--- src/i2c_cfg_params.svh ---
`ifndef I2C_CFG_PARAMS_SVH
`define I2C_CFG_PARAMS_SVH

// Number of independent I2C channels, 1 to 4
`define I2C_NUM_CHANNELS 2

// Host address of channel 0 command register
// Channel n sits at base+n, status clear right after the last channel
`define I2C_CMD_BASE 6'h3c

// SCL phase length in clk cycles minus one
`define I2C_RESET_PRESCALE 16'd4

// Command opcodes in bits 31:24 of the command word
`define I2C_OP_WRITE_REG    8'h06
`define I2C_OP_SET_PRESCALE 8'h07

`endif

--- src/i2c_bus_pkg.sv ---
`default_nettype none

package i2c_bus_pkg;

    // One register write on the bus
    typedef struct packed {
        logic [6:0] dev_addr;   // 7-bit target address
        logic [7:0] reg_addr;
        logic [7:0] value;
    } i2c_xfer_t;

    // Per-channel report from a byte master
    typedef struct packed {
        logic busy;     // Level, high for the whole transfer
        logic done;     // Single-cycle pulse at the end
        logic nack;     // Qualified by done
    } chan_status_t;

endpackage

`default_nettype wire

--- src/wb_regs_pkg.sv ---
`default_nettype none

package wb_regs_pkg;

    // Command word seen as a register write
    typedef struct packed {
        logic [7:0] opcode;
        logic       rsvd;       // Bit 23
        logic [6:0] dev_addr;
        logic [7:0] reg_addr;
        logic [7:0] value;
    } cmd_xfer_view_t;

    // Command word seen as a channel setting
    typedef struct packed {
        logic [7:0]  opcode;
        logic [7:0]  rsvd;
        logic [15:0] prescale;
    } cmd_cfg_view_t;

    // Opcode picks which view applies
    typedef union packed {
        cmd_xfer_view_t xfer;
        cmd_cfg_view_t  cfg;
    } cmd_word_u;

    // Host write port, held until ack
    typedef struct packed {
        logic [5:0] addr;
        cmd_word_u  data;
        logic       we;
        logic       stb;
    } host_wr_t;

endpackage

`default_nettype wire
--- src/i2c_cfg_top.sv ---
`timescale 1ns/1ps
`default_nettype none
`include "i2c_cfg_params.svh"

module i2c_cfg_top
    import i2c_bus_pkg::*;
    import wb_regs_pkg::*;
(
    input  logic                             clk,
    input  logic                             reset_i,
    input  host_wr_t                         host_i,
    input  logic [`I2C_NUM_CHANNELS-1:0]     scl_i,
    input  logic [`I2C_NUM_CHANNELS-1:0]     sda_i,
    output logic                             ack_o,
    output logic [`I2C_NUM_CHANNELS-1:0]     scl_oe_o,
    output logic [`I2C_NUM_CHANNELS-1:0]     sda_oe_o,
    output logic [`I2C_NUM_CHANNELS-1:0]     busy_o,
    output logic [`I2C_NUM_CHANNELS-1:0]     nack_flags_o,
    output logic                             irq_o
);

    localparam int NCH = `I2C_NUM_CHANNELS;

    logic [NCH-1:0] xfer_start;
    i2c_xfer_t      xfer;
    logic [NCH-1:0] prescale_load;
    logic [15:0]    prescale;
    logic           clear;
    chan_status_t   chan_status [NCH];

    wb_cmd_decoder u_decoder (
        .clk             (clk),
        .reset_i         (reset_i),
        .host_i          (host_i),
        .chan_status_i   (chan_status),
        .ack_o           (ack_o),
        .xfer_start_o    (xfer_start),
        .xfer_o          (xfer),
        .prescale_load_o (prescale_load),
        .prescale_o      (prescale),
        .clear_o         (clear)
    );

    // One byte master per channel, all on clk
    for (genvar i = 0; i < NCH; i++) begin : g_chan
        i2c_write_master u_master (
            .clk             (clk),
            .reset_i         (reset_i),
            .xfer_start_i    (xfer_start[i]),
            .xfer_i          (xfer),
            .prescale_load_i (prescale_load[i]),
            .prescale_i      (prescale),
            .scl_i           (scl_i[i]),
            .sda_i           (sda_i[i]),
            .scl_oe_o        (scl_oe_o[i]),
            .sda_oe_o        (sda_oe_o[i]),
            .status_o        (chan_status[i])
        );
    end

    i2c_status_collector u_collector (
        .clk           (clk),
        .reset_i       (reset_i),
        .chan_status_i (chan_status),
        .clear_i       (clear),
        .busy_o        (busy_o),
        .nack_flags_o  (nack_flags_o),
        .irq_o         (irq_o)
    );

endmodule

`default_nettype wire

--- src/i2c_status_collector.sv ---
`timescale 1ns/1ps
`default_nettype none
`include "i2c_cfg_params.svh"

module i2c_status_collector
    import i2c_bus_pkg::*;
(
    input  logic                             clk,
    input  logic                             reset_i,
    input  chan_status_t                     chan_status_i [`I2C_NUM_CHANNELS],
    input  logic                             clear_i,
    output logic [`I2C_NUM_CHANNELS-1:0]     busy_o,
    output logic [`I2C_NUM_CHANNELS-1:0]     nack_flags_o,
    output logic                             irq_o
);

    localparam int NCH = `I2C_NUM_CHANNELS;

    logic [NCH-1:0] done_vec;
    logic [NCH-1:0] nack_set;

    always_comb begin
        for (int i = 0; i < NCH; i++) begin
            busy_o[i]   = chan_status_i[i].busy;
            done_vec[i] = chan_status_i[i].done;
            nack_set[i] = chan_status_i[i].done && chan_status_i[i].nack;
        end
    end

    always_ff @(posedge clk) begin
        if (reset_i) begin
            irq_o        <= 1'b0;
            nack_flags_o <= '0;
        end else begin
            irq_o <= |done_vec;     // One pulse per completion cycle
            // New NACK wins over a clear in the same cycle
            nack_flags_o <= nack_set | (clear_i ? '0 : nack_flags_o);
        end
    end

endmodule

`default_nettype wire

--- src/i2c_write_master.sv ---
`timescale 1ns/1ps
`default_nettype none
`include "i2c_cfg_params.svh"

module i2c_write_master
    import i2c_bus_pkg::*;
(
    input  logic         clk,
    input  logic         reset_i,
    input  logic         xfer_start_i,
    input  i2c_xfer_t    xfer_i,
    input  logic         prescale_load_i,
    input  logic [15:0]  prescale_i,
    input  logic         scl_i,
    input  logic         sda_i,
    output logic         scl_oe_o,      // High pulls SCL low
    output logic         sda_oe_o,      // High pulls SDA low
    output chan_status_t status_o
);

    typedef enum logic [1:0] {
        ST_IDLE,
        ST_START,
        ST_BIT,
        ST_STOP
    } state_t;

    state_t      state;
    logic [1:0]  phase;         // Four phases per SCL bit
    logic [15:0] cnt;
    logic [15:0] prescale_q;
    logic [3:0]  bit_idx;       // 8 is the ACK slot
    logic [1:0]  byte_idx;
    logic [7:0]  shreg;
    logic        nack_q;
    i2c_xfer_t   xfer_q;
    logic        stall;
    logic        tick;
    logic        ack_slot;
    logic        last_byte;
    logic [7:0]  next_byte;

    // SCL released but still low, so the target is stretching
    assign stall     = !scl_oe_o && !scl_i;
    assign tick      = (cnt >= prescale_q) && !stall;
    assign ack_slot  = (bit_idx == 4'd8);
    assign last_byte = (byte_idx == 2'd2);

    always_comb begin
        case (byte_idx)
            2'd0:    next_byte = xfer_q.reg_addr;
            default: next_byte = xfer_q.value;
        endcase
    end

    always_ff @(posedge clk) begin
        if (reset_i) begin
            prescale_q <= `I2C_RESET_PRESCALE;
        end else if (prescale_load_i) begin
            prescale_q <= prescale_i;
        end
    end

    always_ff @(posedge clk) begin
        if (xfer_start_i) begin
            xfer_q <= xfer_i;
        end
    end

    always_ff @(posedge clk) begin
        if (reset_i) begin
            state    <= ST_IDLE;
            phase    <= '0;
            cnt      <= '0;
            bit_idx  <= '0;
            byte_idx <= '0;
            shreg    <= '0;
            nack_q   <= 1'b0;
            scl_oe_o <= 1'b0;
            sda_oe_o <= 1'b0;
            status_o <= '0;
        end else begin
            status_o.done <= 1'b0;
            status_o.nack <= 1'b0;
            if (state == ST_IDLE) begin
                cnt   <= '0;
                phase <= '0;
                if (xfer_start_i) begin
                    state         <= ST_START;
                    status_o.busy <= 1'b1;
                    bit_idx       <= '0;
                    byte_idx      <= '0;
                    nack_q        <= 1'b0;
                end
            end else if (!tick) begin
                if (!stall) begin
                    cnt <= cnt + 16'd1;
                end
            end else begin
                cnt   <= '0;
                phase <= phase + 2'd1;
                case (state)
                    ST_START: begin
                        if (phase == 2'd1) begin
                            sda_oe_o <= 1'b1;   // SDA falls while SCL high
                        end
                        if (phase == 2'd3) begin
                            scl_oe_o <= 1'b1;
                            shreg    <= {xfer_q.dev_addr, 1'b0};   // Write bit
                            state    <= ST_BIT;
                        end
                    end
                    ST_BIT: begin
                        case (phase)
                            2'd0: sda_oe_o <= ack_slot ? 1'b0 : !shreg[7];
                            2'd1: scl_oe_o <= 1'b0;
                            2'd2: begin
                                if (ack_slot && sda_i) begin
                                    nack_q <= 1'b1;
                                end
                            end
                            default: begin
                                scl_oe_o <= 1'b1;
                                if (!ack_slot) begin
                                    bit_idx <= bit_idx + 4'd1;
                                    shreg   <= {shreg[6:0], 1'b0};
                                end else begin
                                    bit_idx <= '0;
                                    if (nack_q || last_byte) begin
                                        state <= ST_STOP;
                                    end else begin
                                        byte_idx <= byte_idx + 2'd1;
                                        shreg    <= next_byte;
                                    end
                                end
                            end
                        endcase
                    end
                    ST_STOP: begin
                        case (phase)
                            2'd0: sda_oe_o <= 1'b1;
                            2'd1: scl_oe_o <= 1'b0;
                            2'd2: sda_oe_o <= 1'b0;    // SDA rises while SCL high
                            default: begin
                                state         <= ST_IDLE;
                                status_o.busy <= 1'b0;
                                status_o.done <= 1'b1;
                                status_o.nack <= nack_q;
                            end
                        endcase
                    end
                    default: state <= ST_IDLE;
                endcase
            end
        end
    end

    // Decoder back-pressure keeps starts away from a running channel
    a_no_start_busy: assert property (@(posedge clk) disable iff (reset_i)
        xfer_start_i |-> !status_o.busy);

    // Data bits may only move while SCL is held low
    a_sda_scl_low: assert property (@(posedge clk) disable iff (reset_i)
        ($changed(sda_oe_o) && $past(state) == ST_BIT) |-> (scl_oe_o && $past(scl_oe_o)));

endmodule

`default_nettype wire

--- src/wb_cmd_decoder.sv ---
`timescale 1ns/1ps
`default_nettype none
`include "i2c_cfg_params.svh"

module wb_cmd_decoder
    import i2c_bus_pkg::*;
    import wb_regs_pkg::*;
(
    input  logic                             clk,
    input  logic                             reset_i,
    input  host_wr_t                         host_i,
    input  chan_status_t                     chan_status_i [`I2C_NUM_CHANNELS],
    output logic                             ack_o,
    output logic [`I2C_NUM_CHANNELS-1:0]     xfer_start_o,
    output i2c_xfer_t                        xfer_o,
    output logic [`I2C_NUM_CHANNELS-1:0]     prescale_load_o,
    output logic [15:0]                      prescale_o,
    output logic                             clear_o
);

    localparam int NCH = `I2C_NUM_CHANNELS;

    cmd_word_u      cmd;
    logic [7:0]     opcode;
    logic [5:0]     offset;
    logic [NCH-1:0] chan_hit;
    logic [NCH-1:0] chan_busy;
    logic           clear_hit;
    logic           is_write_reg;
    logic           is_set_prescale;
    logic           blocked;
    logic           accept;

    assign cmd    = host_i.data;
    assign opcode = cmd.xfer.opcode;    // Same bits in both views
    assign offset = host_i.addr - `I2C_CMD_BASE;   // Below base wraps out of range

    always_comb begin
        for (int i = 0; i < NCH; i++) begin
            chan_hit[i]  = (offset == 6'(i));
            chan_busy[i] = chan_status_i[i].busy;
        end
    end

    assign clear_hit       = (offset == 6'(NCH));
    assign is_write_reg    = (opcode == `I2C_OP_WRITE_REG);
    assign is_set_prescale = (opcode == `I2C_OP_SET_PRESCALE);

    // Hold off a new transfer until the target channel is free
    assign blocked = is_write_reg && |(chan_hit & chan_busy);
    assign accept  = host_i.stb && host_i.we && !ack_o && !blocked;

    always_ff @(posedge clk) begin
        if (reset_i) begin
            ack_o           <= 1'b0;
            xfer_start_o    <= '0;
            prescale_load_o <= '0;
            clear_o         <= 1'b0;
        end else begin
            ack_o           <= accept;
            xfer_start_o    <= (accept && is_write_reg) ? chan_hit : '0;
            prescale_load_o <= (accept && is_set_prescale) ? chan_hit : '0;
            clear_o         <= accept && clear_hit;
        end
    end

    // Shared by all channels, only the started one latches it
    always_ff @(posedge clk) begin
        if (accept) begin
            xfer_o.dev_addr <= cmd.xfer.dev_addr;
            xfer_o.reg_addr <= cmd.xfer.reg_addr;
            xfer_o.value    <= cmd.xfer.value;
            prescale_o      <= cmd.cfg.prescale;
        end
    end

    // Host must see ack drop before a write can be taken again
    a_ack_single: assert property (@(posedge clk) disable iff (reset_i)
        ack_o |=> !ack_o);

    a_start_onehot: assert property (@(posedge clk) disable iff (reset_i)
        $onehot0(xfer_start_o));

endmodule

`default_nettype wire

--- config.mk ---
export PLATFORM = sky130hd
export DESIGN_NAME = i2c_cfg_top
export DESIGN_NICKNAME = d
export VERILOG_FILES = /design/src/i2c_bus_pkg.sv /design/src/wb_regs_pkg.sv /design/src/i2c_cfg_top.sv /design/src/i2c_status_collector.sv /design/src/i2c_write_master.sv /design/src/wb_cmd_decoder.sv
export VERILOG_INCLUDE_DIRS = /design/src
export SDC_FILE = /design/constraint.sdc
export NUM_CORES = 1
export LEC_CHECK = 0
export BUFFER_PORTS_ARGS = -buffer_cell sky130_fd_sc_hd__clkbuf_2
export CAP_MARGIN = 20
export CORE_MARGIN = 2
export CORE_UTILIZATION = 40
export CTS_BUF_LIST = sky130_fd_sc_hd__clkbuf_16
export CTS_CLUSTER_SIZE = 14
export DETAILED_ROUTE_END_ITERATION = 6
export SETUP_SLACK_MARGIN = 0.15
export SLEW_MARGIN = 40
export SYNTH_ARGS = -nofsm -noshare
export SYNTH_HDL_FRONTEND = slang
export SYNTH_HIERARCHICAL = 1
export SYNTH_SLANG_ARGS = --single-unit
--- constraint.sdc ---
create_clock -name clk -period 2.5 [get_ports clk]
set_input_delay 0.25 -clock clk [delete_from_list [all_inputs] [get_ports clk]]
set_output_delay 0.25 -clock clk [all_outputs]
set_load 0.005 [all_outputs]
==> flow_metrics.env, run 1 <==
export IMPL_syn_area_mm2=0.00895
export IMPL_cp_start_kind="flip-flop"
export IMPL_holdPathEnd="u_decoder/clear_o$_SDFF_PP0_"
export IMPL_synthArstFlopShare_pct=0
export IMPL_worst_pin_slew_ps=591
export IMPL_pwr_density_cell_mw_per_mm2=571
export IMPL_h_tree_depth=4
export IMPL_r2r_setup_slack_ps=150
export IMPL_die_h_um=154
export IMPL_reg2reg_depth=9
export IMPL_vias=6418
export IMPL_hold_class="primary input to flip-flop"
export IMPL_grt_ovfl_total=0
export IMPL_io_pins=56
export IMPL_post_route_min_period_ps=2350
export IMPL_synth_edf_count=69
export IMPL_firstDrtPassIters=5
export IMPL_place_gp_congestion=0.781
export IMPL_drt_iter0_drc=380
export IMPL_die_area_mm2=0.0236
export IMPL_status="finished, final reports clean"
export IMPL_slowest_delay_ps=460
export IMPL_rsz0062_at_grt="true"
export IMPL_drt_wl_total_um=19600
export IMPL_irDropWorstVdd_mv=0.447
export IMPL_core_area_mm2=0.0219
export IMPL_power_mw=6.03
export IMPL_fin_setup_tns_ps=0
export IMPL_grt_max_degree=47
export IMPL_synth_flop_cell="dfxtp_1"
export IMPL_crit_chain="inv_2 > ha_4 > nand4_1 > nor4_2 > a32oi_2 > a21o_1 > buf_6 > or4_1 > a21oi_1"
export IMPL_port_buffer_count=54
export IMPL_seq_area_frac_synth_pct=50.2
export IMPL_yosys_warnings=6
export IMPL_crit_buf_inv=2
export IMPL_required_ps=2870
export IMPL_cts_sinks=190
export IMPL_drv_slew=0
export IMPL_fmax_mhz=425
export IMPL_clock_latency_ps=440
export IMPL_clockRootBuffer="clkbuf_16"
export IMPL_die_w_um=154
export IMPL_wl_per_cell_um=15.6
export IMPL_synth_top_area_share_pct=27.1
export IMPL_slew_headroom_pct=60.6
export IMPL_synth_top_cell_by_area="dfxtp_1"
export IMPL_synth_cell_types=64
export IMPL_antenna_found_initial=0
export IMPL_clkSlewWorstSetupHoldPaths_ps=70
export IMPL_crit_slowest_cell="or4_1"
export IMPL_drive_gt1_share_pct=17.4
export IMPL_ys_ff_latch=190
export IMPL_rr_startpoint="g_chan[1].u_master/prescale_q[9]$_SDFFE_PP0P_"
export IMPL_fin_crit_sh_pct=94.1
export IMPL_route_detailed_drc=0
export IMPL_groute_usage_overall_pct=16.5
export IMPL_rows=54
export IMPL_finalSetupViolCount=0
export IMPL_synth_nets=997
export IMPL_drv_cap=0
export IMPL_final_net_count=1073
export IMPL_cpLargestDelayFamily="simple AND/OR/NAND/NOR gates"
export IMPL_hold_violations=0
export IMPL_cp_data_arrival_time_ps=2720
export IMPL_vias_per_cell=5.09
export IMPL_holdPathStages=2
export IMPL_path_class="flip-flop to flip-flop"
export IMPL_clock_path_buffers=2
export IMPL_syn_avg_cell_area_um2=10.0
export IMPL_reg2reg_to="g_chan[1].u_master/bit_idx[1]$_SDFFE_PP0P_"
export IMPL_cp_max_fo=3
export IMPL_syn2layout_area_growth_pct=17.9
export IMPL_hpwl_um=13300
export IMPL_grt_pass1_vias=5990
export IMPL_endpoint_kind="flip-flop"
export IMPL_initial_utilization_pct=40.9
export IMPL_p_leak_nw=3.88
export IMPL_yosys_top_cells_area="dfxtp_1 27%, edfxtp_1 23%, ha_1 8.4%, mux2i_1 6.6%, nor2_1 4.4%"
export IMPL_postRouteAntennaNets=0
export IMPL_cts_made_buffers=17
export IMPL_crit_start="g_chan[1].u_master/prescale_q[9]$_SDFFE_PP0P_"
export IMPL_synth_cells=891
export IMPL_finalClockSkew_ps=12.9
export IMPL_grt_pass1_wl_um=30900
export IMPL_antenna_cells=0
export IMPL_min_from="host_i[34]"
export IMPL_cts_tree="built"
## final cells by class
type | count | area, µm²
Clock buffer | 17 | 425
Clock inverter | 15 | 145
Fill cell | 2065 | 11300
Inverter | 66 | 248
Multi-Input combinational cell | 581 | 4100
Sequential cell | 190 | 4510
Tap cell | 280 | 350
Timing Repair Buffer | 111 | 774
## registers in the layout, summed over array words and instances, names as in the netlist, 6 cells and up
| signal | flops |
|---|---|
| g_chan.u_master/bit_idx | 8 |
| g_chan.u_master/cnt | 32 |
| g_chan.u_master/prescale_q | 32 |
| g_chan.u_master/shreg | 16 |
| g_chan.u_master/status_o | 6 |
| g_chan.u_master/xfer_q | 46 |
| u_decoder/xfer_o | 22 |
## synth_stat cells, types with 3 or more instances
| cell type | count |
|---|---|
| dfxtp_1 | 121 |
| nor2_1 | 106 |
| edfxtp_1 | 69 |
| nand2_1 | 67 |
| inv_1 | 65 |
| ha_1 | 60 |
| mux2i_1 | 59 |
| a21oi_1 | 48 |
| o21ai_0 | 35 |
| clkbuf_1 | 27 |
| nor3_1 | 25 |
| buf_4 | 18 |
| nand3_1 | 18 |
| xor2_1 | 17 |
| xnor2_1 | 15 |
| o211ai_1 | 14 |
| nand4_1 | 13 |
| and3_1 | 11 |
| a311oi_1 | 9 |
| nor2b_1 | 7 |
| a31oi_1 | 6 |
| buf_2 | 6 |
| nand2b_1 | 6 |
| o2111ai_1 | 4 |
| or3_1 | 4 |
| a211oi_1 | 3 |
| nor4_1 | 3 |
| nor4b_1 | 3 |
| or4_1 | 3 |
## power by group
group          switching, mW  total (mW)  internal, mW  leakage (nW)
registers             0.0274        3.24          3.22          1.61
logic                 0.0690       0.136        0.0670          2.00
clock network           1.32        2.65          1.33         0.280
## layer usage
| layer | track usage, % | vias to the layer above | wire length (µm) |
|---|---|---|---|
| li1 | - | 3271 | - |
| met1 | 23.7 | 3019 | 9950 |
| met2 | 25.4 | 109 | 8680 |
| met3 | 3.41 | 19 | 779 |
| met4 | 4.46 | 0 | 217 |
| met5 | 0 | - | 0 |
## per-stage QoR
step	hold slack, ps	worst slack (ps)	util (%)	instance area (µm²)	std cells
global placement	427	66.5	43.5	9510	1200
finish	49.2	147	48.2	10600	1260
floorplan	319	254	-	8950	891
CTS	27.1	139	47.4	10400	1257
detailed placement	429	28.4	43.5	9510	1200
global route	44.4	0.376	48.2	10600	1260
## logic make-up (layout without fill, tap and decap cells)
kind of cell / after synthesis / after routing / synth area share (%)
and+or+nand+nor: 285 / 285 / 15.5
buffers and inverters: 120 / 209 / 5.95
muxes: 61 / 61 / 6.85
DFF: 190 / 190 / 50.2
adders and majority gates: 60 / 60 / 8.38
AOI/OAI and AO/OA: 143 / 143 / 10.0
xor gates and xnor gates: 32 / 32 / 3.13
## timing repair
action                     4_1_cts  5_1_grt
hold endpoints to repair        23        0
setup endpoints to repair       33       56
pin swaps                        7       10
gates cloned                     1        0
resized for setup               14       34
setup buffers                    1        3
hold buffers                    23        0
## cell usage in the layout, fill, tap and decap left out, drive strengths merged, types with 11 or more instances in the layout
cell,count
a21oi,48
and3,11
buf,34
clkbuf,71
dfxtp,121
dlygate4sd3,23
edfxtp,69
ha,60
inv,75
mux2i,59
nand2,67
nand3,18
nand4,13
nor2,107
nor3,25
o211ai,14
o21ai,35
xnor2,15
xor2,17
## worst max-delay path by stage
stage | end | slack [ps] | cells after the start
after floorplan | g_chan[1].u_master/byte_idx[0]$_SDFFE_PP0P_ | 250 | 9
after global placement | g_chan[1].u_master/byte_idx[1]$_SDFFE_PP0P_ | 70 | 8
after detailed placement | g_chan[1].u_master/cnt[10]$_SDFFE_PP0N_ | 30 | 10
after CTS | g_chan[1].u_master/bit_idx[3]$_SDFFE_PP0P_ | 140 | 9
after global routing | g_chan[1].u_master/byte_idx[1]$_SDFFE_PP0P_ | 0.4 | 8
final | g_chan[1].u_master/bit_idx[1]$_SDFFE_PP0P_ | 150 | 9
No activity file was read; power rests on OpenSTA's default activity.
==> inputs of run 2 (changes only) <==
Settings changed: CELL_PAD_IN_SITES_DETAIL_PLACEMENT set to 1, CELL_PAD_IN_SITES_GLOBAL_PLACEMENT set to 1, PLACE_DENSITY_LB_ADDON set to 0.1, TNS_END_PERCENT set to 30.
==> flow_metrics.env, run 2 (same netlist as run 1, synthesis figures left out) <==
export IMPL_antenna_found_initial=0
export IMPL_clock_path_buffers=2
export IMPL_drt_met1_wl_um=10700
export IMPL_vias=6696
export IMPL_wl_per_cell_um=17.9
export IMPL_vias_per_cell=5.29
export IMPL_fin_ws_ps=96.4
export IMPL_final_net_count=1079
export IMPL_status="finished, final reports clean"
export IMPL_cts_sinks=190
export IMPL_clockRootBuffer="clkbuf_16"
export IMPL_core_area_mm2=0.0219
export IMPL_clock_latency_ps=440
export IMPL_pwr_density_cell_mw_per_mm2=571
export IMPL_h_tree_depth=4
export IMPL_p_leak_nw=3.96
export IMPL_irDropWorstVdd_mv=0.375
export IMPL_grt_max_degree=47
export IMPL_cts_tree="built"
export IMPL_mostFrequentLayoutCells="107 x dfxtp_1, 92 x nor2_1, 69 x edfxtp_1"
export IMPL_drt_iter0_drc=278
export IMPL_reg_largest_list="g_chan.u_master/xfer_q x46, g_chan.u_master/cnt x32, g_chan.u_master/prescale_q x32"
export IMPL_cp_max_fo=5
export IMPL_mostFrequentLayoutCell="dfxtp_1"
export IMPL_top_register="g_chan.u_master/xfer_q"
export IMPL_largest_register_ffs=46
export IMPL_cp_data_arrival_time_ps=2780
export IMPL_crit_chain="inv_2 > ha_4 > nand4_1 > nor4_2 > a32oi_2 > a21o_4 > buf_6 > or4_4 > a21oi_2"
export IMPL_min_from="host_i[34]"
export IMPL_rows=54
export IMPL_route_detailed_drc=0
export IMPL_syn2layout_area_growth_pct=20.3
export IMPL_crit_start="g_chan[1].u_master/prescale_q[11]$_SDFFE_PP0P_"
export IMPL_firstDrtPassIters=5
export IMPL_io_pins=56
export IMPL_initial_utilization_pct=40.9
export IMPL_hold_violations=0
export IMPL_port_buffer_count=54
export IMPL_postRouteAntennaNets=0
export IMPL_fin_area_mm2=0.0108
export IMPL_clkSlewWorstSetupHoldPaths_ps=80
export IMPL_path_class="flip-flop to flip-flop"
export IMPL_post_route_min_period_ps=2400
export IMPL_drt_wl_total_um=22700
export IMPL_route_met2_wl_um=11000
export IMPL_required_ps=2880
export IMPL_die_area_mm2=0.0236
export IMPL_hpwl_um=15700
export IMPL_drv_cap=0
export IMPL_drive_gt1_share_pct=19.3
export IMPL_worst_pin_slew_ps=684
export IMPL_grt_pass1_vias=7053
export IMPL_finalClockSkew_ps=12.3
export IMPL_fin_crit_sh_pct=96.1
export IMPL_fmax_mhz=416
export IMPL_die_w_um=154
export IMPL_grt_ovfl_total=0
export IMPL_drv_slew=0
export IMPL_top_layer="met4"
export IMPL_hold_class="primary input to flip-flop"
export IMPL_finalSetupViolCount=0
export IMPL_cts_made_buffers=17
export IMPL_met3_length_um=663
export IMPL_crit_slowest_cell="or4_4"
export IMPL_dp_worst_setup_slack_ps=-41.7
export IMPL_fin_setup_tns_ps=0
export IMPL_groute_usage_overall_pct=19.6
export IMPL_place_gp_congestion=0.798
export IMPL_slowest_delay_ps=480
export IMPL_endpoint_kind="flip-flop"
export IMPL_die_h_um=154
export IMPL_antenna_cells=0
export IMPL_dpl_instance_area_mm2=0.00953
export IMPL_cp_start_kind="flip-flop"
export IMPL_slew_headroom_pct=54.2
export IMPL_grt_pass1_wl_um=36800
export IMPL_rr_startpoint="g_chan[1].u_master/prescale_q[11]$_SDFFE_PP0P_"
export IMPL_rsz0062_at_grt="true"
==> run 2: cell count changes in the layout (fill, tap and decap cells not counted), sizes merged <==
| cell | delta |
|---|---|
| bufinv | +1 |
| inv | -3 |
| clkinv | +3 |
| clkinvlp | -1 |
| buf | +4 |
| bufbuf | +1 |
| clkbuf | +1 |
==> run 2: area by class of cell <==
cell class / count / area (µm²)
clock buffers: 17 / 425
clock inverters: 15 / 173
fillers: 2403 / 11100
inverters: 66 / 248
multi-input cells: 581 / 4190
flip-flops and latches: 190 / 4510
well taps: 280 / 350
repair buffers: 117 / 876
==> run 2: what timing repair did <==
item / CTS / global route
hold buffers: 23 / 0
gates cloned: 1 / 1
endpoints found under the setup margin: 31 / 74
gates resized for setup: 23 / 48
pin swaps: 8 / 10
endpoints found under the hold margin: 23 / 0
setup buffers: 5 / 4
==> run 2: power breakdown <==
part	leakage [nW]	internal (mW)	switching [mW]
Clock	0.293	1.43	1.33
Combinational	2.05	0.0662	0.0727
Sequential	1.61	3.22	0.0282
Total	3.96	4.71	1.43
==> run 2: per-layer routing <==
metal,global-route usage [%],vias up
met5,0,-
met4,5.85,0
met3,3.55,24
met2,33.4,96
met1,25.6,3298
li1,-,3278
==> run 2: through the flow <==
stage | hold slack (ps) | utilization [%] | power (mW) | instances
after CTS | 34.6 | 48.0 | 6.22 | 1261
after floorplan | 319 | - | 3.36 | 891
final | 56.8 | 49.2 | 6.15 | 1266
after detailed placement | 429 | 43.5 | 3.43 | 1200
after global placement | 427 | 43.5 | 3.42 | 1200
after global routing | 53.6 | 49.2 | 6.35 | 1266
==> run 2: final timing paths <==
check / end / cells past startpoint / slack, ps
worst min register to register: u_collector/nack_flags_o[0]$_SDFF_PP0_ / 2 / 450
worst max register to register: g_chan[1].u_master/bit_idx[1]$_SDFFE_PP0P_ / 9 / 100
worst max-delay path: g_chan[1].u_master/bit_idx[1]$_SDFFE_PP0P_ / 9 / 100
worst min-delay path: u_decoder/clear_o$_SDFF_PP0_ / 2 / 60
==> run 2: worst max-delay path: cells and delay by family, from the launching register on <==
| kind | cells | cell delay, ps |
|---|---|---|
| flops | 1 | 340 |
| buf+inv | 2 | 160 |
| fa+ha+maj | 1 | 260 |
| simple gates | 3 | 980 |
| compound gates | 3 | 590 |
